## config.mk

```make
export PLATFORM = sky130hd
export DESIGN_NAME = ctl_sequencer
export DESIGN_NICKNAME = d
export VERILOG_FILES = /design/src/ctl_pkg.sv /design/src/ctl_sequencer.sv
export SDC_FILE = /design/constraint.sdc
export NUM_CORES = 1
export LEC_CHECK = 0
export ABC_CLOCK_PERIOD_IN_PS = 2400
export BUFFER_PORTS_ARGS = -buffer_cell sky130_fd_sc_hd__clkbuf_2
export CORE_AREA = 2 2 39 41
export DETAILED_ROUTE_END_ITERATION = 6
export DIE_AREA = 0 0 41 43
export SKIP_CTS_REPAIR_TIMING = 1
export SKIP_LAST_GASP = 1
export SLEW_MARGIN = 20
export SYNTH_ARGS = -nofsm -noshare
export SYNTH_HDL_FRONTEND = slang
export SYNTH_SLANG_ARGS = --single-unit
```

## constraint.sdc

```tcl
create_clock -name clk -period 2.4 [get_ports clk]
set_input_delay 0.12 -clock clk [delete_from_list [all_inputs] [get_ports clk]]
set_output_delay 0.12 -clock clk [all_outputs]
set_load 0.05 [all_outputs]
```

## src/ctl_pkg.sv

```systemverilog
// Control unit definitions
`default_nettype none

package ctl_pkg;

    // Control word layout, low to high
    localparam int CW_SRC_LSB  = 0;
    localparam int CW_SRC_W    = 4;
    localparam int CW_DST_LSB  = 4;
    localparam int CW_DST_W    = 2;
    localparam int CW_LD_BIT   = 6;   // Write result to register
    localparam int CW_ALU_LSB  = 7;
    localparam int CW_ALU_W    = 7;   // Shift, add and carry
    localparam int CW_ST_BIT   = 14;
    localparam int CW_RMW_BIT  = 15;
    localparam int CW_JMP_BIT  = 16;
    localparam int CW_ADDX_BIT = 17;
    localparam int CW_ADDY_BIT = 18;
    localparam int CW_FLAG_LSB = 19;
    localparam int CW_FLAG_W   = 10;
    localparam int CW_W        = 29;

    localparam int REG_OP_W  = 7;     // W, dst, src
    localparam int ALU_OP_W  = 9;     // ldm, bcd, shift, add, carry
    localparam int AB_MODE_W = 4;
    localparam int AB_OP_W   = 12;

    typedef logic [7:0]           byte_t;
    typedef logic [CW_W-1:0]      ctl_word_t;
    typedef logic [REG_OP_W-1:0]  reg_op_t;
    typedef logic [ALU_OP_W-1:0]  alu_op_t;
    typedef logic [CW_FLAG_W-1:0] flag_op_t;
    typedef logic [AB_MODE_W-1:0] ab_mode_t;
    typedef logic [AB_OP_W-1:0]   ab_op_t;

    // Register file codes
    localparam logic [CW_SRC_W-1:0] REG_X = 4'b0000;
    localparam logic [CW_SRC_W-1:0] REG_Y = 4'b0001;
    localparam logic [CW_SRC_W-1:0] REG_Z = 4'b0111;  // Reads as zero

    localparam alu_op_t ALU_LOAD_M  = 9'b10_00_000_00;
    localparam alu_op_t ALU_STORE_M = 9'b00_00_100_00;  // Pass register through

    // Address-bus modes
    localparam ab_mode_t MODE_HOLD      = 4'd0;
    localparam ab_mode_t MODE_PC        = 4'd1;
    localparam ab_mode_t MODE_ABS_IDX   = 4'd2;
    localparam ab_mode_t MODE_ZP_IDX    = 4'd3;
    localparam ab_mode_t MODE_NEXT      = 4'd4;
    localparam ab_mode_t MODE_BRANCH    = 4'd7;
    localparam ab_mode_t MODE_NEXT_KEEP = 4'd12;

    typedef enum logic [2:0] {
        ENTRY_IMPLIED,
        ENTRY_IMM,
        ENTRY_ZP,
        ENTRY_ABS,
        ENTRY_BRANCH
    } entry_t;

    typedef enum logic [3:0] {
        ST_INIT,
        ST_SYNC,
        ST_IMM0,
        ST_ZERO,
        ST_ABS0,
        ST_ABS1,
        ST_RDWR,
        ST_DATA,
        ST_COND
    } ctl_state_t;

endpackage

`default_nettype wire

```

## src/ctl_sequencer.sv

```systemverilog
// Instruction state machine
`timescale 1ns/1ps
`default_nettype none

module ctl_sequencer import ctl_pkg::*; (
    input  wire logic      clk,
    input  wire logic      arst_n,
    input  wire entry_t    entry,
    input  wire ctl_word_t ctl_word,
    output ctl_state_t     state,
    output logic           sync
);

    ctl_state_t state_nxt;
    logic       rmw;
    logic       jmp;

    assign rmw  = ctl_word[CW_RMW_BIT];
    assign jmp  = ctl_word[CW_JMP_BIT];
    assign sync = (state == ST_SYNC); // Opcode fetch cycle

    always_comb begin
        state_nxt = state;
        case (state)
            ST_INIT: state_nxt = ST_SYNC;
            ST_SYNC: begin
                case (entry)
                    ENTRY_IMM:    state_nxt = ST_IMM0;
                    ENTRY_ZP:     state_nxt = ST_ZERO;
                    ENTRY_ABS:    state_nxt = ST_ABS0;
                    ENTRY_BRANCH: state_nxt = ST_COND;
                    default:      state_nxt = ST_SYNC; // Implied or unknown
                endcase
            end
            ST_ABS0: state_nxt = ST_ABS1;
            ST_ZERO: state_nxt = rmw ? ST_RDWR : ST_DATA;
            ST_ABS1: begin
                if (jmp) begin
                    state_nxt = ST_SYNC; // New PC already on the bus
                end else if (rmw) begin
                    state_nxt = ST_RDWR;
                end else begin
                    state_nxt = ST_DATA;
                end
            end
            ST_RDWR: state_nxt = ST_DATA;
            default: state_nxt = ST_SYNC; // IMM0, DATA, COND
        endcase
    end

    always_ff @(posedge clk or negedge arst_n) begin
        if (!arst_n) begin
            state <= ST_INIT;
        end else begin
            state <= state_nxt;
        end
    end

endmodule

`default_nettype wire

```

* Yosys cells after proc, flatten, opt, wreduce, memory -nomap -nowiden
Cells that the tools add are included.
Operators by class: eq/ne operators 9, muxes and demuxes 4
Operators by type and width (count):
- $pmux W4 S5 | 1
- $pmux W4 S4 | 1
- $eq A4 B3 Y1 const B | 3
- $eq A3 B2 Y1 const B | 2
- $eq A4 B1 Y1 const B | 1
- $eq A4 B2 Y1 const B | 1
- $eq A3 B1 Y1 const B | 1
- $eq A3 B3 Y1 const B | 1
- $mux W3 | 1
- $mux W1 | 1
Storage, ports and cells: output and inout port bits 5, bits of input ports 34, register bits after elaboration 4, logic and storage cells 14

* Longest topological paths before layout
word-level depth 3, depth in mapped cells 4, gate-level depth less buffers 3

* Worst setup path before layout
Ideal clock, no wire load.
path type flip-flop to flip-flop, start register state[2], end register state[0], arrival time 1.785 ns, cell stages (with the launch flop) 5, library setup time 0.080 ns, data required time 2.320 ns, path slack 0.535 ns, path buffers 1, clock period less this slack 1.865 ns, cell sequence dfrtp_1 > buf_6 > nor4b_4 > o311ai_1 > nand4b_1
On the way: cells in the longest elaborated chain, start to end 2, elaborated cells on any way between the ends 6, classes of those cells eq/ne (5); mux (1)
Ends and longest elaborated chain:
- from (decl) | RTL line ctl_sequencer.sv:10 | output ctl_state_t state,
- from (signal assigned) | RTL line ctl_sequencer.sv:55 | state <= state_nxt;
- $eq A4 B1 Y1
- net sync | RTL line ctl_sequencer.sv:11 | output logic sync
- $pmux W4 S5 | RTL line ctl_sequencer.sv:24 | case (state)
- net state_nxt[0] | RTL line ctl_sequencer.sv:14 | ctl_state_t state_nxt;
The timed path passes the listed nets, and every way through them passes these cells.

* Worst setup path in the final report
start register state[2], end output port sync
On the way: cells in the longest elaborated chain, start to end 1
Ends and longest elaborated chain:
- $eq A4 B1 Y1 | RTL line ctl_sequencer.sv:20 | assign sync = (state == ST_SYNC);
- to (decl) | RTL line ctl_sequencer.sv:11
Every way passes these cells.

==> results.md <==
* Status: finished, final reports clean
* Finished Layout Cells at 57
* Final ANT Viol Nets at 0
* Clock skew at about 0.0014 ns
* Crit path buffers/inverters at 1
* Worst r2r dst: state[0]$_DFF_PN0_
* Most frequent cells in the layout: 11 x clkbuf_2, 4 x nor2_1, 4 x dfrtp_1, 3 x clkbuf_4
* Ports at 39
* Sink Count at 4
* Hold Crit Depth at 2
* CP Data Required Time at roughly 2.3 ns
* Placement Cell Area at between 300 and 400 um^2
* Starting Density at 0.196
* Final setup fails at 0
* Largest net degree at the start of global routing at 11
* Slew @ Worst Pin at ~0.34 ns
* Mapped Area at 272 um^2
* Total power at ~0.53 mW
* Vias at approximately 240
* Final setup margin at 0.898 ns
* Total CTS buffers at 3
* Crit-path max cell delay at just under 0.5 ns
* Synth-to-Final Area Change at 35.5%
* Unrepaired setup endpoints after global routing: false
* 1st-iter DRT viols at 2
* Tmin final at approximately 1.5 ns
* CTS tree: built
* Worst hold path type: input port to flop
* Setup slack, reg-to-reg at 1.22 ns
* Reg clk slew, reported paths at roughly 0.040 ns
* Slowest stage cell, crit path: dfrtp_1
* Gr usage total at 0.0714
* CP top delay family: flip-flops
* Max Cap Viol at 0
* Cell taking the most area after synthesis: dfrtp_1
* Buffer depth of the longest clock path at 2
* Root Driver: clkbuf_4
* Fin nets at 77
* Synth Instances at 27
* Avg Cell Area, Syn at 10.1 um^2
* Vias per cell at roughly 4.2
* DRC Markers at 0
* Dpl ws at approximately 1.1 ns
* First-pass GRT wire length at 745 um
* Die H at roughly 43 um
* Diode count at 0
* Worst Setup Start Kind: flop
* Peak VDD IR at roughly 0.00048 V
* Core Footprint at 0.00138 mm^2
* Min Hold Slack at around 0.11 ns
* Fin crit share at 0.626
* Grt total ovfl at 0
* Initial antenna violation count at 0
* Worst r2r src: state[2]$_DFF_PN0_
* Most common cell after layout, fill and taps aside: clkbuf_2
* Synth Net Count at slightly above 60
* Arr. time, crit path at between 1 and 1.5 ns
* Dpl hpwl at about 430 um
* Register area share after synthesis at 0.369
* Post-DR wirelength/cell at just under 10 um
* Synth Warn # at 0
* Finished Core Util at 0.266
* Die X at 41 um
* Highest clock rate at ~670 MHz
* Die Area at 0.00176 mm^2
* Synth area leaders: dfrtp_1 37%, nor4b_4 8.8%, a311oi_1 6.5%
* WS Path Type: flop to output port
* Synth cell types at 18
* Setup crit end: sync
* Slew margin rel. at 0.772
* H-tree Lvls at 1
* CP Depth at 2
* Pins Over Slew Limit at 0
* Worst-path maximum fanout at 10
* Share of layout cells above drive strength 1 at 0.415
* Top reg by flops: state
* Num rows at 14
* R2R depth at 3
* Cells along the critical path: nor4b_4 > clkbuf_2
* Power per cell area at ~1500 mW/mm^2
* Setup TNS at 0 ns
* Post-route cell area at between 300 and 400 um^2
* Leakage at about 0.18 nW
* Synth top area share at 0.369
* Max FFs per register at 4
* Biggest regs: state: 4 flops
* Total Wirelength at about 550 um
* CP Capture Type: output port
* Final hold vios at 0
* FF+latch count, synth at 4
* Placed cell count at between 50 and 60
* Critical Path Start: state[2]$_DFF_PN0_
* Final RePlAce weighted congestion at around 0.76
* Vias in the first global route at around 180
* # port buffers at 11
* Worst-Skew Late Latency at between 0.2 and 0.25 ns
* Drt pass-1 iters at 4
[cell type report]
| cell class | instances | area (um^2) |
|---|---|---|
| sequential | 4 | 100 |
| tap | 16 | 20.0 |
| inverter | 2 | 7.51 |
| timing repair buffer | 12 | 65.1 |
| clock buffer | 3 | 22.5 |
| multi-input combinational | 20 | 153 |
| fill | 150 | 1020 |
[layer usage]
| layer | routed length [um] | up-vias | global-route usage |
|---|---|---|---|
| met3 | 44 | 0 | 0.0785 |
| met5 | 0 | - | 0 |
| met2 | 229 | 10 | 0.0750 |
| met1 | 276 | 103 | 0.0839 |
| met4 | 0 | 0 | 0.0400 |
| li1 | - | 128 | - |
[report_power, final]
| group | switching [mW] | internal (mW) | leakage, nW | total, mW |
|---|---|---|---|---|
| clock | 0.0282 | 0.0560 | 0.0138 | 0.0841 |
| combinational | 0.190 | 0.103 | 0.114 | 0.293 |
| sequential | 0.0619 | 0.0951 | 0.0483 | 0.157 |
| total | 0.280 | 0.254 | 0.176 | 0.534 |
[synth_stat cells]
master / number
and2b_2: 1
nand2_1: 2
nand2b_1: 1
nand3_1: 1
nor4_1: 1
nor4b_4: 1
nor4b_2: 1
buf_6: 1
a21boi_0: 1
o311ai_1: 1
a21oi_1: 1
xor2_1: 1
nand4b_1: 1
inv_1: 2
nor2_1: 4
a211o_1: 1
a311oi_1: 2
dfrtp_1: 4
[cells by family (layout without fill, tap and decap cells)]
group,count (synthesis),after routing,synth area share
buffers and inverters,3,17,0.0691
DFF,4,4,0.369
and+or+nand+nor,13,13,0.355
AOI/OAI and AO/OA,6,6,0.175
xor gates and xnor gates,1,1,0.0323
[worst min path at each step]
stage,startpoint,endpoint,slack [ns]
2_1_floorplan,arst_n,state[0]$_DFF_PN0_,-0.18
3_3_place_gp,arst_n,state[3]$_DFF_PN0_,-0.07
3_5_place_dp,arst_n,state[3]$_DFF_PN0_,-0.07
4_1_cts,arst_n,state[0]$_DFF_PN0_,-0.32
5_1_grt,entry[1],state[3]$_DFF_PN0_,0.12
6_report,entry[1],state[3]$_DFF_PN0_,0.11
[worst reg2reg max path, cell delays in order, from the launching register on]
cell	delay (ns)
dfrtp_1	0.53
and2b_2	0.26
a211o_1	0.23
nand4b_1	0.09
(Power assumes the default switching activity.)
