<file path="config.mk">
export PLATFORM = sky130hd
export DESIGN_NAME = ab_mode_encoder
export DESIGN_NICKNAME = d
export VERILOG_FILES = /design/src/ctl_pkg.sv /design/src/ab_mode_encoder.sv
export SDC_FILE = /design/constraint.sdc
export NUM_CORES = 1
export LEC_CHECK = 0
export ABC_AREA = 1
export BUFFER_PORTS_ARGS = -buffer_cell sky130_fd_sc_hd__buf_2
export CORE_AREA = 2 2 39 41
export DETAILED_ROUTE_END_ITERATION = 8
export DIE_AREA = 0 0 41 43
export PLACE_DENSITY = 0.37
export SLEW_MARGIN = 20
export SYNTH_ARGS = -nofsm -noshare
export SYNTH_HDL_FRONTEND = slang
export SYNTH_SLANG_ARGS = --single-unit
</file>
<file path="constraint.sdc">
create_clock -name vclk -period 0.8
set_input_delay 0.08 -clock vclk [all_inputs]
set_output_delay 0.08 -clock vclk [all_outputs]
set_load 0.02 [all_outputs]
</file>
<file path="src/ctl_pkg.sv">
// Control unit definitions
`default_nettype none

package ctl_pkg;

    // Control word layout, low to high
    localparam int CW_SRC_LSB  = 0;
    localparam int CW_SRC_W    = 4;
    localparam int CW_DST_LSB  = 4;
    localparam int CW_DST_W    = 2;
    localparam int CW_LD_BIT   = 6;   // Write result to register
    localparam int CW_ALU_LSB  = 7;
    localparam int CW_ALU_W    = 7;   // Shift, add and carry
    localparam int CW_ST_BIT   = 14;
    localparam int CW_RMW_BIT  = 15;
    localparam int CW_JMP_BIT  = 16;
    localparam int CW_ADDX_BIT = 17;
    localparam int CW_ADDY_BIT = 18;
    localparam int CW_FLAG_LSB = 19;
    localparam int CW_FLAG_W   = 10;
    localparam int CW_W        = 29;

    localparam int REG_OP_W  = 7;     // W, dst, src
    localparam int ALU_OP_W  = 9;     // ldm, bcd, shift, add, carry
    localparam int AB_MODE_W = 4;
    localparam int AB_OP_W   = 12;

    typedef logic [7:0]           byte_t;
    typedef logic [CW_W-1:0]      ctl_word_t;
    typedef logic [REG_OP_W-1:0]  reg_op_t;
    typedef logic [ALU_OP_W-1:0]  alu_op_t;
    typedef logic [CW_FLAG_W-1:0] flag_op_t;
    typedef logic [AB_MODE_W-1:0] ab_mode_t;
    typedef logic [AB_OP_W-1:0]   ab_op_t;

    // Register file codes
    localparam logic [CW_SRC_W-1:0] REG_X = 4'b0000;
    localparam logic [CW_SRC_W-1:0] REG_Y = 4'b0001;
    localparam logic [CW_SRC_W-1:0] REG_Z = 4'b0111;  // Reads as zero

    localparam alu_op_t ALU_LOAD_M  = 9'b10_00_000_00;
    localparam alu_op_t ALU_STORE_M = 9'b00_00_100_00;  // Pass register through

    // Address-bus modes
    localparam ab_mode_t MODE_HOLD      = 4'd0;
    localparam ab_mode_t MODE_PC        = 4'd1;
    localparam ab_mode_t MODE_ABS_IDX   = 4'd2;
    localparam ab_mode_t MODE_ZP_IDX    = 4'd3;
    localparam ab_mode_t MODE_NEXT      = 4'd4;
    localparam ab_mode_t MODE_BRANCH    = 4'd7;
    localparam ab_mode_t MODE_NEXT_KEEP = 4'd12;

    typedef enum logic [2:0] {
        ENTRY_IMPLIED,
        ENTRY_IMM,
        ENTRY_ZP,
        ENTRY_ABS,
        ENTRY_BRANCH
    } entry_t;

    typedef enum logic [3:0] {
        ST_INIT,
        ST_SYNC,
        ST_IMM0,
        ST_ZERO,
        ST_ABS0,
        ST_ABS1,
        ST_RDWR,
        ST_DATA,
        ST_COND
    } ctl_state_t;

endpackage

`default_nettype wire

</file>
<file path="src/ab_mode_encoder.sv">
// Address-bus operation encoder
`timescale 1ns/1ps
`default_nettype none

module ab_mode_encoder import ctl_pkg::*; (
    input  wire ctl_state_t state,
    input  wire logic       cond,
    input  wire byte_t      db,
    output ab_op_t          ab_op
);

    ab_mode_t   mode;
    logic [1:0] abl_sel;
    logic       abl_ci;
    logic       back;

    assign abl_sel = mode[1:0]; // Low address mux select
    assign abl_ci  = mode[2];   // Low address carry in
    assign back    = cond & db[7]; // Taken backward branch

    always_comb begin
        case (state)
            ST_SYNC, ST_IMM0, ST_ABS0: mode = MODE_NEXT;
            ST_ABS1: mode = MODE_ABS_IDX;
            ST_ZERO: mode = MODE_ZP_IDX;
            ST_DATA: mode = MODE_PC; // Return to instruction stream
            ST_COND: mode = MODE_BRANCH;
            default: mode = MODE_HOLD; // INIT and RDWR
        endcase
    end

    // Upper seven bits drive PC, AHL and ABH, low five drive ABL
    always_comb begin
        case (mode)
            MODE_HOLD:      ab_op = {7'b001_0110, abl_sel, 2'b11, abl_ci};
            MODE_PC:        ab_op = {7'b000_1010, abl_sel, 2'b10, abl_ci};
            MODE_ABS_IDX:   ab_op = {7'b111_1110, abl_sel, 2'b01, abl_ci}; // {DB, AHL+idx}
            MODE_ZP_IDX:    ab_op = {7'b111_0000, abl_sel, 2'b01, abl_ci}; // {00, DB+idx}
            MODE_NEXT:      ab_op = {7'b011_0110, abl_sel, 2'b11, abl_ci};
            MODE_BRANCH: begin
                if (back) begin
                    ab_op = {7'b011_0111, abl_sel, 2'b11, abl_ci}; // High byte minus one
                end else begin
                    ab_op = {7'b011_0110, abl_sel, 2'b11, abl_ci};
                end
            end
            default:        ab_op = '0;
        endcase
    end

endmodule

`default_nettype wire

</file>
* Word-level counts from Yosys, hierarchy flattened
Index checks and enable logic that the tools add are counted.
** Storage, ports and cells
- Register bits after elaboration :: 0
- Bits in latches :: 0
- RAM bits :: 0
- Memory bits (read-only) :: 0
- Input bits :: 13
- Output and inout port bits :: 12
- Word-level logic and storage cells :: 18
- Memories :: 0
** Cells by class
- Add/sub/neg operators :: 0
- Multiply operators :: 0
- Div/mod/pow operators :: 0
- $lt $le $gt $ge :: 0
- Equal/unequal tests :: 12
- Shift operators :: 0
- Muxes and demuxes :: 3
- Bitwise operators :: 1
- Reduce and logical (&&, ||, !) cells :: 2
** Operators by type and width (count)
- one-hot mux 12 bit (6 select lines) :: 1
- == test 4 x 3 -> 1 bit, second input constant :: 5
- == test 4 x 2 -> 1 bit, second input constant :: 4
- one-hot mux 3 bit (5 select lines) :: 1
- == test 4 x 1 -> 1 bit, second input constant :: 2
- 2-to-1 mux 6 bit :: 1
- == test 4 bit, second input constant :: 1
- zero test 4 bit :: 1
- OR reduction 3 bit :: 1
- AND 1 bit :: 1

* Depth between registers and ports, before layout
Gate-level depths: netlist of the first run.
- Depth in word-level cells :: 5
- Gate-level depth with buffers :: 6
- Depth with buffers taken out :: 6

* Least setup slack after synthesis of the first run
No wires, ideal clock.
- Path kind :: input to output
- Start :: in state[0]
- End :: out ab_op[10]
- Arrival time :: 0.805 ns
- Data required time :: 0.720 ns
- Slack :: -0.085 ns
- Stages :: 6
- Path buffers :: 0
- Path through :: nand2_1 inv_1 nand3_2 nand2_2 inv_2 nand2_1
** On the way
- Cells in the longest elaborated chain, start to end :: 5
- Elaborated cells on any way between the ends :: 16
- Classes of those cells :: 12 x eq/ne; 2 x mux; 2 x reduce/logical
** RTL lines
- start: declaration :: RTL line ab_mode_encoder.sv:6 : input wire ctl_state_t state,
- == test 4 x 1 -> 1 bit, or another cell as far along :: RTL line ab_mode_encoder.sv:22 : case (state)
- OR reduction 3 bit :: RTL line ab_mode_encoder.sv:22
- one-hot mux 3 bit (5 select lines) * :: RTL line ab_mode_encoder.sv:22
- == test 4 x 3 -> 1 bit, or another cell as far along :: RTL line ab_mode_encoder.sv:34 : case (mode)
- one-hot mux 12 bit (6 select lines) * :: RTL line ab_mode_encoder.sv:34
- end: declaration :: RTL line ab_mode_encoder.sv:9 : output ab_op_t ab_op
Mark *: on every way between the ends. The rest lies on a longest branch, timed or not.

* Worst setup path in the final report of the first run
- Start :: in state[2]
- End :: out ab_op[10]
The elaborated chain is that of the path after synthesis.

==> metrics.md, run 1 <==
| Metric | Value |
|---|---|
| First-pass GRT wire length | 834 um |
| Largest net degree at the start of global routing | 7 |
| Number of antenna-violating nets in the routed design | 0 |
| Routed len/inst | 7.493 um |
| Vias after detailed routing | 252 |
| I/O pins | 25 |
| Core ar. | 0.001384 mm2 |
| Critical path endpoint category | output pin |
| Final Net Count | 68 |
| Post-route DRC violation count | 0 |
| Syn Nets | 42 |
| Sequential share of power | 0 |
| Fin crit share | 1.012 |
| CP Max Fanout | 2 |
| Area growth, synth to finish | 197.2% |
| Net Sw Frac | 0.5108 |
| WL final | 517 um |
| Clock group share of total power | 0 |
| Sw Pwr | 0.1220 mW |
| Hpwl dp | 423.2 um |
| Result of the run | finished, violations left |
| WP data arrival | 0.73 ns |
| VDD IR max | 0.1417 mV |
| Drt first pass iters | 4 |
| Worst-Margin Slew | 0.1818 ns |
| Final worst slack | -0.009587 ns |
| Worst hold path type | in -> out |
| Fmax | 1235 MHz |
| Layout cells sized above 1 | 0.7170 |
| MaxCap Viol Count | 0 |
| Initial core utilization | 0.09674 |
| RePlAce Congestion | 0.7678 |
| Post-synthesis cell type count | 12 |
| Placed insts | 68 |
| Failing checks | negative setup slack |
| Area of placed instances | 299.0 um2 |
| CP startpoint kind | input pin |
| Internal power | 0.1168 mW |
| Initial antenna violation count | 0 |
| Mean Syn Cell Area | 4.616 um2 |
| Final setup vio count | 2 |
| Row count | 14 |
| Logic pwr share | 1.000 |
| Clock buf count | 0 |
| Die area | 0.001763 mm2 |
| Die W | 41 um |
| Seq/Total Area, Yosys | 0 |
| Relative slew slack | 0.8784 |
| Fin cells | 69 |
| RSZ-0062 raised after global routing | true |
| Vias per cell | 3.652 |
| Mapped Area | 133.9 um2 |
| Crit path kind | in -> out |
| Pre-CTS setup slack | -0.1347 ns |
| Design area | 397.9 um2 |
| Min-Delay Path Depth | 3 |
| Final Hold Fails | 0 |
| Vias in the first global route | 209 |
| Port Buffers | 18 |
| Max-slew violation count | 0 |
| Pleak | 0.2188 nW |
| Die Y-Extent | 43 um |
| N_diodes | 0 |
| Seq_cells | 0 |
| Launch point of the worst hold path | state[3] |
| Tmin final | 0.8096 ns |
| Critical Path RT | 0.72 ns |
| Worst Hold Path EP | ab_op[8] |
| All-Layer GR Usage | 0.06200 |
| PwrDens | 600.2 mW/mm2 |
| Gate count of the mapped netlist | 29 |
| GRT overflow | 0 |
| Area occupied by registers | 0 um2 |
| DR iter-0 viols | 1 |
| YS warnings | 0 |
-- layout make-up --
type	count	area, um2
inverter	7	41.29
tap	16	20.02
multi-input combinational	21	137.6
fill	148	985.9
timing repair buffer	25	198.9
-- worst max-delay path, cell delays in order --
cell and delay (ns):
buf_8 0.11, buf_6 0.11, xnor2_2 0.12, nand2_1 0.07, nand2_2 0.07, nand2_2 0.05, buf_6 0.12
-- power by group through the flow --
| stage | sequential [mW] | clock (mW) | combinational (mW) |
|---|---|---|---|
| 6_report | 0 | 0 | 0.239 |
| 5_1_grt | 0 | 0 | 0.260 |
| 4_1_cts | 0 | 0 | 0.227 |
| 3_5_place_dp | 0 | 0 | 0.173 |
| 3_3_place_gp | 0 | 0 | 0.173 |
| 2_1_floorplan | 0 | 0 | 0.0992 |
-- Yosys cell counts --
library cell / count / area share
nand2_1: 12 / 0.34
inv_1: 6 / 0.17
nor2_1: 2 / 0.056
buf_4: 1 / 0.056
inv_2: 1 / 0.028
nand2_2: 1 / 0.047
nand3_2: 1 / 0.075
nand4_1: 1 / 0.047
nor2_2: 1 / 0.047
nor3_1: 1 / 0.037
o21ai_0: 1 / 0.037
xnor2_1: 1 / 0.065
-- worst max-delay path by stage --
stage          startpoint        end  slack (ns)
2_1_floorplan    state[0]  ab_op[10]        0.02
3_3_place_gp     state[2]   ab_op[5]       -0.12
3_5_place_dp     state[2]   ab_op[5]       -0.13
4_1_cts          state[2]   ab_op[5]       -0.01
5_1_grt          state[1]   ab_op[5]       -0.07
6_report         state[2]  ab_op[10]       -0.01
-- timing repair --
action / in CTS / in global routing
hold buffers: 0 / 0
gates resized for setup: 24 / 7
buffers inserted: 1 / 0
setup endpoints to repair: 10 / 7
pin swaps: 3 / 6
endpoints found under the hold margin: 0 / 0
-- per-layer routing --
metal  wire, um  up-vias  GRT usage
met2        271       11     0.1125
met1        202      108    0.07937
li1           -      133          -
met3         43        0   0.005236
met5          0        -          0
met4          0        0          0
-- logic make-up (layout without fill, tap and decap cells) --
group / count (synthesis) / in the layout / synth area share
AOI/OAI and AO/OA: 1 / 1 / 0.03735
and+or+nand+nor: 19 / 19 / 0.6449
buffers and inverters: 8 / 32 / 0.2523
xor gates and xnor gates: 1 / 1 / 0.06543
-- metrics by stage --
step / utilization / power [mW] / setup TNS, ns / hold slack, ns
6_report: 0.2875 / 0.2388 / -0.01799 / 0.4715
3_5_place_dp: 0.2161 / 0.1731 / -0.6338 / 0.4815
3_3_place_gp: 0.2161 / 0.1732 / -0.6904 / 0.4756
4_1_cts: 0.2731 / 0.2270 / -0.02494 / 0.4794
2_1_floorplan: - / 0.09918 / 0 / 0.2487
5_1_grt: 0.2875 / 0.2595 / -0.2334 / 0.4924
-- placed cells by master, fill, tap and decap left out --
cell     netlist  final
buf_2          0      9
buf_4          1      8
nand2_1       12      7
buf_6          0      7
nand2_2        1      5
inv_1          6      3
inv_4          0      3
nor2_1         2      2
xnor2_2        0      1
o21ai_1        0      1
inv_8          0      1
nand3_4        0      1
nor2_4         0      1
nand2_4        0      1
nand4_1        1      1
nor3_1         1      1
buf_8          0      1
No activity file was read; power rests on OpenSTA's default activity.
==> run 2, diff against run 1 <==
- GPL_TIMING_DRIVEN: default -> 0
- clock period: 0.8 -> 1 ns (I/O delays scaled with it)
==> metrics.md, run 2 (synthesis results as in run 1) <==
| Metric | Value |
|---|---|
| First-pass GRT wire length | 717 um (-14%) |
| Final worst slack | 0.1310 ns (+0.1406 ns) |
| Post-route DRC violation count | 0 (unchanged) |
| Drt first pass iters | 1 (-3) |
| TNS Setup | 0 ns (+0.01799 ns) |
| Result of the run | complete, no violations |
| Worst-Margin Slew | 0.1620 ns (-0.01975 ns) |
| Row count | 14 (unchanged) |
| CTS Hold Bufs | 0 (unchanged) |
| Seq_cells | 0 (unchanged) |
| Largest net degree at the start of global routing | 7 (unchanged) |
| Final Net Count | 62 (-8.8%) |
| DR iter-0 viols | 0 (-1) |
| Area growth, synth to finish | 82.24% |
| Area occupied by registers | 0 um2 (unchanged) |
| Top Usage Layer GRT | met2 |
| GR Util met2 | 0.09688 (-0.01563) |
| PwrDens | 473.9 mW/mm2 (-21%) |
| Most frequent cells in the layout | buf_2, nand2_1, inv_1 |
| Pleak | 0.1655 nW (-24%) |
| N_diodes | 0 (unchanged) |
| Hpwl dp | 407.9 um (-3.6%) |
| Internal power | 0.04096 mW (-65%) |
| Vias per cell | 3.397 (-7.0%) |
| Max-slew violation count | 0 (unchanged) |
| Sequential share of power | 0 (unchanged) |
| CP startpoint kind | input pin |
| All-Layer GR Usage | 0.05495 (-0.007055) |
| Fillers | 176 (+19%) |
| CP top delay family | buffers and inverters |
| Core ar. | 0.001384 mm2 (unchanged) |
| M3 GR Usage | 0 (-0.005236) |
| Worst hold path type | in -> out |
| Number of antenna-violating nets in the routed design | 0 (unchanged) |
| Critical path endpoint category | output pin |
| Launch point of the worst hold path | db[7] |
| Layout cells sized above 1 | 0.5106 (-0.2063) |
| Initial core utilization | 0.09674 (unchanged) |
| MaxCap Viol Count | 0 (unchanged) |
| Crit path kind | in -> out |
| Initial antenna violation count | 0 (unchanged) |
| Fmax | 1151 MHz |
| I/O pins | 25 (unchanged) |
| Tmin final | 0.8690 ns |
| Pre-CTS setup slack | 0.07494 ns (+0.2096 ns) |
| Vias in the first global route | 189 (-9.6%) |
| Die area | 0.001763 mm2 (unchanged) |
| Clock group share of total power | 0 (unchanged) |
| Final setup vio count | 0 (-2) |
| Port Buffers | 18 (unchanged) |
| Final Power | 0.1156 mW (-52%) |
| Sw Pwr | 0.07465 mW (-39%) |
| Crit path largest cell delay | 0.15 ns (+0.03 ns) |
| Fin crit share | 0.8690 |
| Relative slew slack | 0.8916 (+0.01321) |
| Die W | 41 um (unchanged) |
| VDD IR max | 0.09641 mV (-32%) |
| WL final | 447 um (-14%) |
| Design area | 244.0 um2 (-39%) |
| CP Max Fanout | 3 (+1) |
| CP cell instances | buf_2 -> nand2_1 -> inv_1 -> nand3_2 -> nand2_2 -> inv_2 -> nand2_1 -> buf_2 |
| Critical Path RT | 0.90 ns (+0.18 ns) |
| Worst Path Buf+Inv | 4 (+1) |
| GRT overflow | 0 (unchanged) |
| WP data arrival | 0.77 ns (+0.04 ns) |
| Commonest non-fill, non-tap cell in the layout | buf_2 |
| RSZ-0062 raised after global routing | false |
| Net Sw Frac | 0.6457 (+0.1349) |
| GR Layer Usage met1 | 0.07595 (-0.003416) |
| Final Hold Fails | 0 (unchanged) |
| RePlAce Congestion | 0.7142 (-7.0%) |
| Crit path from | state[1] |
| Vias after detailed routing | 214 (-15%) |
| Clock buf count | 0 (unchanged) |
| Die Y-Extent | 43 um (unchanged) |
| Logic pwr share | 1.000 (about the same) |
| Crit-path slowest cell | buf_2 |
| Routed len/inst | 7.095 um (-5.3%) |
| Area of placed instances | 244.0 um2 (-18%) |
| Multi-input logic area | 100.1 um2 (-27%) |
[run 2: cell count changes in the layout (fill, tap and decap cells not counted), sizes merged]
cell,change
buf,-6
[run 2: worst paths after layout]
kind | cells after the start | end
worst max-delay path | 8 | ab_op[10]
worst min-delay path | 4 | ab_op[5]
[run 2: what timing repair did]
action | 4_1_cts | 5_1_grt
endpoints found under the setup margin | 0 | 1
gates resized for setup | 0 | 1
setup buffers | 0 | 0
[run 2: area by class of cell]
type	count	area share
Tap cell	16	0.08205
Inverter	7	0.1077
Timing Repair Buffer	18	0.3692
Buffer	1	0.03077
Multi-Input combinational cell	21	0.4103
[run 2: through the flow]
step           hold slack (ns)  cells  utilization
6_report                0.5177     63       0.1763
5_1_grt                 0.5550     63       0.1763
4_1_cts                 0.5215     63       0.1763
3_5_place_dp            0.5197     63       0.1763
3_3_place_gp            0.5246     63       0.1763
2_1_floorplan           0.2887     29            -
[run 2: power groups by stage]
stage / sequential, mW / combinational, mW / clock, mW
3_5_place_dp: 0 / 0.117 / 0
2_1_floorplan: 0 / 0.0725 / 0
3_3_place_gp: 0 / 0.117 / 0
5_1_grt: 0 / 0.132 / 0
4_1_cts: 0 / 0.117 / 0
6_report: 0 / 0.116 / 0
[run 2: routing by layer]
metal | vias up | wire, um
met5 | - | 0
met4 | 0 | 0
met3 | 0 | 44
met2 | 10 | 210
met1 | 82 | 193
li1 | 122 | -
