**config.mk**
```make
export PLATFORM = sky130hd
export DESIGN_NAME = micro_op_encoder
export DESIGN_NICKNAME = d
export VERILOG_FILES = /design/src/ctl_pkg.sv /design/src/micro_op_encoder.sv
export SDC_FILE = /design/constraint.sdc
export NUM_CORES = 1
export LEC_CHECK = 0
export ABC_AREA = 1
export BUFFER_PORTS_ARGS = -buffer_cell sky130_fd_sc_hd__buf_2
export CAP_MARGIN = 10
export CORE_AREA = 2 2 39 41
export CTS_CLUSTER_DIAMETER = 80
export CTS_CLUSTER_SIZE = 40
export DETAILED_ROUTE_END_ITERATION = 8
export DIE_AREA = 0 0 41 43
export PLACE_DENSITY_LB_ADDON = 0.08
export SLEW_MARGIN = 20
export SYNTH_ARGS = -nofsm -noshare
export SYNTH_HDL_FRONTEND = slang
export SYNTH_SLANG_ARGS = --single-unit
export TNS_END_PERCENT = 10
```
**constraint.sdc**
```tcl
create_clock -name clk -period 1.15 [get_ports clk]
set_input_delay 0.23 -clock clk [delete_from_list [all_inputs] [get_ports clk]]
set_output_delay 0.23 -clock clk [all_outputs]
set_load 0.01 [all_outputs]
```
**src/ctl_pkg.sv**
```systemverilog
// Control unit definitions
`default_nettype none

package ctl_pkg;

    // Control word layout, low to high
    localparam int CW_SRC_LSB  = 0;
    localparam int CW_SRC_W    = 4;
    localparam int CW_DST_LSB  = 4;
    localparam int CW_DST_W    = 2;
    localparam int CW_LD_BIT   = 6;   // Write result to register
    localparam int CW_ALU_LSB  = 7;
    localparam int CW_ALU_W    = 7;   // Shift, add and carry
    localparam int CW_ST_BIT   = 14;
    localparam int CW_RMW_BIT  = 15;
    localparam int CW_JMP_BIT  = 16;
    localparam int CW_ADDX_BIT = 17;
    localparam int CW_ADDY_BIT = 18;
    localparam int CW_FLAG_LSB = 19;
    localparam int CW_FLAG_W   = 10;
    localparam int CW_W        = 29;

    localparam int REG_OP_W  = 7;     // W, dst, src
    localparam int ALU_OP_W  = 9;     // ldm, bcd, shift, add, carry
    localparam int AB_MODE_W = 4;
    localparam int AB_OP_W   = 12;

    typedef logic [7:0]           byte_t;
    typedef logic [CW_W-1:0]      ctl_word_t;
    typedef logic [REG_OP_W-1:0]  reg_op_t;
    typedef logic [ALU_OP_W-1:0]  alu_op_t;
    typedef logic [CW_FLAG_W-1:0] flag_op_t;
    typedef logic [AB_MODE_W-1:0] ab_mode_t;
    typedef logic [AB_OP_W-1:0]   ab_op_t;

    // Register file codes
    localparam logic [CW_SRC_W-1:0] REG_X = 4'b0000;
    localparam logic [CW_SRC_W-1:0] REG_Y = 4'b0001;
    localparam logic [CW_SRC_W-1:0] REG_Z = 4'b0111;  // Reads as zero

    localparam alu_op_t ALU_LOAD_M  = 9'b10_00_000_00;
    localparam alu_op_t ALU_STORE_M = 9'b00_00_100_00;  // Pass register through

    // Address-bus modes
    localparam ab_mode_t MODE_HOLD      = 4'd0;
    localparam ab_mode_t MODE_PC        = 4'd1;
    localparam ab_mode_t MODE_ABS_IDX   = 4'd2;
    localparam ab_mode_t MODE_ZP_IDX    = 4'd3;
    localparam ab_mode_t MODE_NEXT      = 4'd4;
    localparam ab_mode_t MODE_BRANCH    = 4'd7;
    localparam ab_mode_t MODE_NEXT_KEEP = 4'd12;

    typedef enum logic [2:0] {
        ENTRY_IMPLIED,
        ENTRY_IMM,
        ENTRY_ZP,
        ENTRY_ABS,
        ENTRY_BRANCH
    } entry_t;

    typedef enum logic [3:0] {
        ST_INIT,
        ST_SYNC,
        ST_IMM0,
        ST_ZERO,
        ST_ABS0,
        ST_ABS1,
        ST_RDWR,
        ST_DATA,
        ST_COND
    } ctl_state_t;

endpackage

`default_nettype wire

```
**src/micro_op_encoder.sv**
```systemverilog
// Register and ALU operation encoder
`timescale 1ns/1ps
`default_nettype none

module micro_op_encoder import ctl_pkg::*; (
    input  wire logic       clk,
    input  wire logic       arst_n,
    input  wire ctl_state_t state,
    input  wire ctl_word_t  ctl_word,
    output reg_op_t         reg_op,
    output alu_op_t         alu_op,
    output logic            we
);

    logic [CW_SRC_W-1:0] src;
    logic [CW_DST_W-1:0] dst;
    logic [CW_ALU_W-1:0] alu;
    logic                ld;
    logic                st;
    logic                rmw;
    logic                add_x;
    logic                add_y;
    logic [CW_SRC_W-1:0] idx_src;

    assign src   = ctl_word[CW_SRC_LSB +: CW_SRC_W];
    assign dst   = ctl_word[CW_DST_LSB +: CW_DST_W];
    assign alu   = ctl_word[CW_ALU_LSB +: CW_ALU_W];
    assign ld    = ctl_word[CW_LD_BIT];
    assign st    = ctl_word[CW_ST_BIT];
    assign rmw   = ctl_word[CW_RMW_BIT];
    assign add_x = ctl_word[CW_ADDX_BIT];
    assign add_y = ctl_word[CW_ADDY_BIT];

    // Index register added to the address
    assign idx_src = add_x ? REG_X : (add_y ? REG_Y : REG_Z);

    always_comb begin
        case (state)
            ST_SYNC:          reg_op = {ld, dst, src};         // Finish previous instruction
            ST_ZERO, ST_ABS1: reg_op = {1'b0, 2'b00, idx_src};
            ST_DATA:          reg_op = {1'b0, dst, src};       // Operand for store
            default:          reg_op = '0;
        endcase
    end

    always_comb begin
        case (state)
            ST_IMM0, ST_RDWR: alu_op = ALU_LOAD_M;
            ST_SYNC:          alu_op = {2'b10, alu};
            ST_DATA: begin
                if (st) begin
                    alu_op = ALU_STORE_M;
                end else if (rmw) begin
                    alu_op = {2'b00, alu}; // Modify value read in RDWR
                end else begin
                    alu_op = {2'b10, alu};
                end
            end
            default:          alu_op = '0;
        endcase
    end

    // Write lands in the cycle after the address is set up
    always_ff @(posedge clk or negedge arst_n) begin
        if (!arst_n) begin
            we <= 1'b0;
        end else begin
            we <= (state == ST_RDWR) || (st && (state == ST_ZERO || state == ST_ABS1));
        end
    end

endmodule

`default_nettype wire

```
# Word level (Yosys, flattened, before mapping)
# Index checks and enable logic that the tools add are counted.
[word_totals] register_bits=1
[classes] reduce_logical=5 mux=6 eq_ne=6
[op_table] operator="one-hot mux 9 bit (3 select lines)" n=1
[op_table] operator="one-hot mux 7 bit (3 select lines)" n=1
[op_table] operator="2-to-1 mux 9 bit" n=2
[op_table] operator="== test 4 x 3 -> 1 bit (second input constant)" n=3
[op_table] operator="== test 4 x 2 -> 1 bit (second input constant)" n=2
[op_table] operator="2-to-1 mux 3 bit" n=2
[op_table] operator="== test 4 x 1 -> 1 bit (second input constant)" n=1
[op_table] operator="OR reduction 2 bit" n=2
[op_table] operator="logical OR 1 bit" n=2
[op_table] operator="logical AND 1 bit" n=1

# Logic depth before layout (Yosys ltp)
# Gate-level depths: netlist (run 1).
[depth] ltp_word=4 depth_mapped=6 ltp_nobuf=6

# Worst setup path after synthesis (run 1)
# No wires, ideal clock.
[synth_timing] path_kind="input port to output port" start="in state[2]" end="out alu_op[0]" required_time_ps=920 arrival_time_ps=792 cell_stages=4 setup_slack_ps=128 cell_sequence="inv_1 nor2_4 nand2_4 o21ai_0"
[synth_via] elab_chain_len=3
[synth_rtl] item="from (decl)" line_no="micro_op_encoder.sv:8" source="input wire ctl_state_t state,"
[synth_rtl] item="== test 4 x 3 -> 1 bit / == test 4 x 2 -> 1 bit (equally long branches)" line_no="micro_op_encoder.sv:47" source="case (state)"
[synth_rtl] item="OR reduction 2 bit" line_no="micro_op_encoder.sv:47"
[synth_rtl] item="one-hot mux 9 bit (3 select lines) *" line_no="micro_op_encoder.sv:47"
[synth_rtl] item="to (decl)" line_no="micro_op_encoder.sv:11" source="output alu_op_t alu_op,"
# Mark *: on every way between the ends. The rest lies on a longest branch, timed or not.

# Worst setup path in the final report (run 1)
[layout_timing] start="in state[3]" end="out reg_op[0]"
[layout_via] elab_chain_len=3
[layout_rtl] item="== test 4 x 2 -> 1 bit / == test 4 x 3 -> 1 bit (equally long branches)" line_no="micro_op_encoder.sv:38" source="case (state)"
[layout_rtl] item="OR reduction 2 bit" line_no="micro_op_encoder.sv:38"
[layout_rtl] item="one-hot mux 7 bit (3 select lines) *" line_no="micro_op_encoder.sv:38"
[layout_rtl] item="to (decl)" line_no="micro_op_encoder.sv:10" source="output reg_op_t reg_op,"
# Marks and branches as above.

==> results of run 1 <==
-- final cells by class --
class	count	area, um2	share of cell area
repair buffers	48	303	0.449
multi-input cells	53	302	0.447
flip-flops and latches	1	25.0	0.0371
well taps	16	20.0	0.0297
inverters	6	25.0	0.0371
-- through the flow --
stage	util	cell area [um2]	total power, mW	hold slack, ns
floorplan	-	325	0.109	-0.0656
global placement	0.418	578	0.195	0.00421
detailed placement	0.418	578	0.196	0.00511
CTS	0.469	649	0.224	0.00493
global route	0.487	674	0.253	0.0126
finish	0.487	674	0.230	0.00449
-- Yosys cell counts --
cell type  instances
a21boi_1           3
buf_4              1
conb_1             1
dfrtp_1            1
inv_1              5
inv_2              1
nand2_1           22
nand2_2            1
nand2_4            2
nand3_1           10
nand3b_1           1
nor2_1             3
nor2_4             3
o21ai_0            6
-- how the worst max path moves through the flow --
| stage | startpoint | endpoint | slack, ns | cells past startpoint |
|---|---|---|---|---|
| after floorplan | state[2] | alu_op[0] | 0.13 | 4 |
| after global placement | state[2] | alu_op[5] | -0.07 | 6 |
| after detailed placement | state[2] | reg_op[2] | -0.07 | 8 |
| after CTS | state[2] | reg_op[2] | -0.03 | 8 |
| after global routing | state[3] | reg_op[0] | -0.09 | 7 |
| final | state[3] | reg_op[0] | -0.02 | 7 |
-- repair_timing --
item,4_1_cts,5_1_grt
setup endpoints to repair,14,14
resized for setup,17,8
endpoints found under the hold margin,0,0
gates cloned,1,0
pin swaps,11,8
buffers inserted,3,0
-- routing by layer --
layer,GRT usage,vias to the layer above,part of all wire
met5,0,-,0
met1,0.168,239,0.41
met4,0,0,0
met2,0.269,24,0.51
met3,0,0,0.083
li1,-,290,-
-- kinds of logic after synthesis --
group / count (synthesis) / synth area share
AND/OR/NAND/NOR: 42 / 0.658
AO/OA/AOI/OAI: 9 / 0.162
buffers and inverters: 7 / 0.0923
flip-flops: 1 / 0.0769
other: 1 / 0.0115
-- report_power, final --
part	total, mW	internal [mW]	switching (mW)
registers	0.0379	0.0376	0.000318
clock network	0	0	0
logic	0.192	0.0986	0.0937
total	0.230	0.136	0.0940
-- worst max-delay path: stages --
cell and delay, ns:
buf_8 0.10, nor2_4 0.18, nand2_4 0.10, nand2_4 0.10
nand2_1 0.05, nand2_1 0.05, buf_2 0.12
==> impl_metrics.yaml, run 1 <==
run_status:
  status: "finished with violations"
  violations: "negative setup slack"
layout:
  regMostFlops: "we"
  final_cells: 124
  drive_gt1_frac: 0.593
  fillCellCount: 152
  reg_top3: "we x1"
  layout_commonest_cell: "buf_2"
  final_cell_mix: "buf_2, nand2_1, nand3_1"
  largest_reg_flops: 1
  diodes: 0
  areaGrowthSynthToFinish_pct: 107
  fin_nets: 145
timing:
  fin_crit_ns: 1.17
  fin_ws_ns: -0.0169
  maxSlewViolCount: 0
  grt_setup_unrepaired: "true"
  setup_tns_ns: -0.0854
  hold_viol_final: 0
  fin_crit_sh: 1.01
  setup-violations-final: 9
  clock.fmax_mhz: 857
floorplanning:
  dieWidth_um: 41
  die_h_um: 43
  initial_core_util: 0.235
  io_pins: 52
  die_area_mm2: 0.00176
  num_rows: 14
  coreArea_mm2: 0.00138
yosys:
  synth.distinct_cells: 14
  synthCells: 60
  synth_area_per_cell_um2: 5.42
  syn-cell-area_um2: 325
  yosysSeqAreaShare: 0.0769
  synth_top_area_cell: "nand2_1"
  ys.warnings.count: 0
  synth_nets: 95
  synth_seq_cells: 1
  netlist.area_leader.share: 0.254
  ys_top_cells_by_area: "nand2_1, nand3_1, nor2_4"
place:
  hpwl_um: 864
  dp.cells: 120
  port_buffers: 39
  dp_worst_setup_slack_ns: -0.0675
  place.gp.congestion: 0.641
critical_path:
  path_class: "input pin to output pin"
  end_kind: "output pin"
  critPathRequiredTime_ns: 0.92
  cp_max_fo: 5
  crit_arrival_ns: 0.94
  crit_path_start_kind: "input pin"
detailed_routing:
  detail_route.vias_per_cell: 4.46
  wire_per_inst_um: 9.15
  antenna_left: 0
  via_count: 553
  wirelength_um: 1130
  drc: 0
  drtIter0Drc: 3
  firstDrtPassIters: 3
global_route:
  grt_max_degree: 7
  track_usage: 0.139
  grt_overflow_total: 0
  antenna_found_initial: 0
  grt_pass1_wl_um: 1840
  grt_pass1_vias: 476
pwr:
  power_density_mw_per_mm2: 341
  leakagePower_nw: 0.421
  max-vdd-ir-drop_mv: 0.152
clocking:
  clkTransAtPathRegs_ns: 0
  postCtsHoldBufs: 0
worst_hold_path:
  min_path_type: "input pin to async pin"
job:
  cap_violations: 0
Power figures use the tool's default switching activity.
==> inputs of run 2 (changes only) <==
- PLACE_DENSITY: unset -> 0.8
- PLACE_DENSITY_LB_ADDON: 0.08 -> unset
- SETUP_SLACK_MARGIN: unset -> 0.02
==> run 2 against run 1 <==
Effect of this change:
- the flow still finishes with violations (negative setup slack)
- critical path depth unchanged
- largest power group unchanged
- sequential share of layout area fell by 0.14 points
- sequential power about the same
- core utilization grew 1.9 points
- fmax decreased by 5.0%
- combinational power increased by 7%
- flip-flop and latch count is the same
- total power increased by 5.5%
==> impl_metrics.yaml, run 2 (synthesis results as in run 1) <==
timing:
  fin_ws_ns: -0.0779
  grt_setup_unrepaired: "true"
  hold_viol_final: 0
  hold_ws_ns: 0.00723
  fin_crit_sh: 1.07
  fin_crit_ns: 1.23
  setup-violations-final: 10
  clock.fmax_mhz: 814
  maxSlewViolCount: 0
critical_path:
  crit_arrival_ns: 1.00
  end_kind: "output pin"
  cp_max_fo: 4
  path_class: "input pin to output pin"
  crit_path_start_kind: "input pin"
  cpPeakStageDelay_ns: 0.18
  crit_chain: "buf_8 > nor2_4 > nand2_2 > nand2_2 > nand2_1 > nand2_1 > buf_2"
  critPathRequiredTime_ns: 0.92
  slowest_stage: "nor2_4"
detailed_routing:
  wirelength_um: 1290
  via_count: 566
  antenna_left: 0
  firstDrtPassIters: 4
  highest_layer: "met4"
  drtIter0Drc: 7
  wl_met2_um: 733
  drc: 0
  detail_route.vias_per_cell: 4.53
  routedLengthMet1_um: 485
  wire_per_inst_um: 10.3
  met3_length_um: 58
pwr:
  power_mw: 0.243
  leakagePower_nw: 0.430
  power_density_mw_per_mm2: 347
  max-vdd-ir-drop_mv: 0.114
floorplanning:
  dieWidth_um: 41
  io_pins: 52
  num_rows: 14
  die_area_mm2: 0.00176
  coreArea_mm2: 0.00138
  die_h_um: 43
  initial_core_util: 0.235
worst_hold_path:
  min_path_type: "input pin to async pin"
run_status:
  status: "finished with violations"
  violations: "negative setup slack"
layout:
  drive_gt1_frac: 0.615
  fillCellCount: 131
  largest_reg_flops: 1
  areaGrowthSynthToFinish_pct: 115
  reg_top3: "we x1"
  utilization: 0.506
  diodes: 0
  multiInputGateArea_um2: 310
  regMostFlops: "we"
  final_cell_mix: "buf_2, nand2_1, nand3_1, buf_4, nand2_2"
  layout_commonest_cell: "buf_2"
  fin_nets: 146
  regArea_um2: 25.0
global_route:
  grt_pass1_wl_um: 1760
  antenna_found_initial: 0
  track_usage: 0.134
  grt_pass1_vias: 451
  grt_overflow_total: 0
  grt_max_degree: 7
place:
  place.gp.congestion: 0.641
  hpwl_um: 940
  port_buffers: 39
clocking:
  clkTransAtPathRegs_ns: 0
  postCtsHoldBufs: 0
job:
  cap_violations: 0
[run 2: cell count changes in the layout (fill, tap and decap cells not counted), sizes merged]
cell	before	now
buf	48	49
[run 2: worst max path at each step]
stage	cells after the start	end	startpoint
CTS	8	reg_op[0]	state[2]
global route	7	reg_op[0]	state[3]
finish	7	reg_op[0]	state[3]
detailed placement	8	reg_op[0]	state[2]
global placement	7	alu_op[4]	state[3]
floorplan	4	alu_op[0]	state[2]
[run 2: metal layers]
layer,up-vias,global-route usage
li1,296,-
met5,-,0
met2,17,0.266
met4,0,0
met3,2,0
met1,251,0.155
[run 2: area by class of cell]
cell class	instances	share of cell area
sequential	1	0.0357
timing repair buffer	49	0.454
multi-input combinational	53	0.443
inverter	6	0.0393
tap	16	0.0286
[run 2: power by group]
group,internal (mW),switching (mW),leakage (nW)
Sequential,0.0376,0.000449,0.0135
Combinational,0.104,0.101,0.417
Clock,0,0,0
Total,0.142,0.101,0.430
[run 2: critical path, delay by kind of cell]
kind	cells	cell delay [ns]
simple gates	5	0.52
buf+inv	2	0.24
[run 2: stage by stage]
step | TNS, ns | area [um2] | instances | setup WS, ns
4_1_cts | -0.0133 | 658 | 124 | -0.0113
5_1_grt | -0.769 | 701 | 125 | -0.109
3_5_place_dp | -0.452 | 593 | 122 | -0.0543
2_1_floorplan | 0 | 325 | 60 | 0.128
3_3_place_gp | -0.284 | 593 | 122 | -0.0478
6_report | -0.153 | 701 | 125 | -0.0779
[run 2: timing repair]
item	CTS	global route
pin swaps	12	11
endpoints found under the setup margin	14	14
setup buffers	1	1
gates cloned	1	0
resized for setup	19	12
==> inputs of run 3 (changes only) <==
- REMOVE_ABC_BUFFERS: unset -> 1
==> run 3 against run 2 <==
Effect of this change:
- the flow still finishes with violations (negative setup slack)
- critical path depth is the same
- largest power group unchanged
- worst setup slack gained 0.059 ns
- combinational power shrank 9%
- worst hold slack lost 0.0027 ns
==> impl_metrics.yaml, run 3 (synthesis results as in run 1) <==
run_status:
  status: "finished with violations"
  violations: "negative setup slack"
layout:
  fin_nets: 142
  areaGrowthSynthToFinish_pct: 99.6
  final_cell_mix: "buf_2, nand2_1, nand3_1"
  regMostFlops: "we"
  multiInputGateArea_um2: 297
  fillCellCount: 142
  final_cells: 121
  layout_commonest_cell: "buf_2"
  drive_gt1_frac: 0.552
  stdcell_area_um2: 649
  diodes: 0
  reg_top3: "we x1"
  largest_reg_flops: 1
  regArea_um2: 25.0
floorplanning:
  coreArea_mm2: 0.00138
  io_pins: 52
  die_area_mm2: 0.00176
  initial_core_util: 0.235
  die_h_um: 43
  dieWidth_um: 41
  num_rows: 14
pwr:
  power_mw: 0.224
  power_density_mw_per_mm2: 345
  max-vdd-ir-drop_mv: 0.133
  leakagePower_nw: 0.413
critical_path:
  cp-startpoint: "state[3]"
  critPathRequiredTime_ns: 0.92
  end_kind: "output pin"
  path_class: "input pin to output pin"
  crit_path_start_kind: "input pin"
  crit_arrival_ns: 0.94
  cp_max_fo: 4
global_route:
  antenna_found_initial: 0
  track_usage: 0.130
  grt_pass1_wl_um: 1740
  grt_pass1_vias: 458
  grt_overflow_total: 0
  grt_max_degree: 7
timing:
  maxSlewViolCount: 0
  grt_setup_unrepaired: "true"
  setup-violations-final: 6
  setup_tns_ns: -0.0623
  fin_ws_ns: -0.0187
  fin_crit_ns: 1.17
  fin_crit_sh: 1.02
  clock.fmax_mhz: 856
  hold_viol_final: 0
detailed_routing:
  drc: 0
  antenna_left: 0
  detail_route.vias_per_cell: 4.50
  wire_per_inst_um: 9.45
  wirelength_um: 1140
  via_count: 544
  firstDrtPassIters: 3
  drtIter0Drc: 2
place:
  placed_cell_area_um2: 578
  dp_worst_setup_slack_ns: -0.0593
  place.gp.congestion: 0.678
  port_buffers: 39
  hpwl_um: 927
  dp.cells: 120
job:
  cap_violations: 0
clocking:
  clkTransAtPathRegs_ns: 0
  post-cts-setup-buffers: 0
worst_hold_path:
  min_path_type: "input pin to async pin"
==> run 3: cell type report <==
| class | instances | share of cell area |
|---|---|---|
| Inverter | 6 | 0.0424 |
| Timing Repair Buffer | 45 | 0.432 |
| Tap cell | 16 | 0.0308 |
| Multi-Input combinational cell | 53 | 0.457 |
| Sequential cell | 1 | 0.0385 |
==> run 3: worst max-delay path, stage by stage <==
cell     delay (ns)
buf_8          0.11
nor2_4         0.19
nand2_1        0.09
nand2_2        0.09
nand2_2        0.06
nand2_1        0.05
buf_2          0.12
==> run 3: layer usage <==
layer | GRT usage | up-vias | share of wire
li1 | - | 285 | -
met1 | 0.161 | 245 | 0.39
met2 | 0.241 | 14 | 0.57
met4 | 0.00667 | 0 | 0
met5 | 0 | - | 0
met3 | 0.00524 | 0 | 0.043
==> run 3: report_power, final <==
part           total [mW]  internal (mW)  leakage (nW)  switching, mW
sequential         0.0380         0.0376        0.0135       0.000358
clock                   0              0             0              0
combinational       0.186         0.0927         0.399         0.0934
==> run 3: repair_timing <==
| action | CTS | global route |
|---|---|---|
| setup endpoints to repair | 14 | 15 |
| hold buffers | 0 | 0 |
| pin swaps | 6 | 7 |
| gates resized for setup | 13 | 11 |
| gates cloned | 1 | 0 |
==> run 3: path summary, 6_finish.rpt <==
path,endpoint,depth (start not counted)
max,reg_op[2],7
min,we,1
max in group asynchronous,we,1
min in group clk,we,3
==> run 3: metrics by stage <==
| step | utilization | hold slack, ns |
|---|---|---|
| floorplan | - | -0.0656 |
| global placement | 0.418 | 0.00430 |
| detailed placement | 0.418 | 0.00545 |
| CTS | 0.445 | 0.00575 |
| global route | 0.469 | 0.00990 |
| finish | 0.469 | 0.00449 |
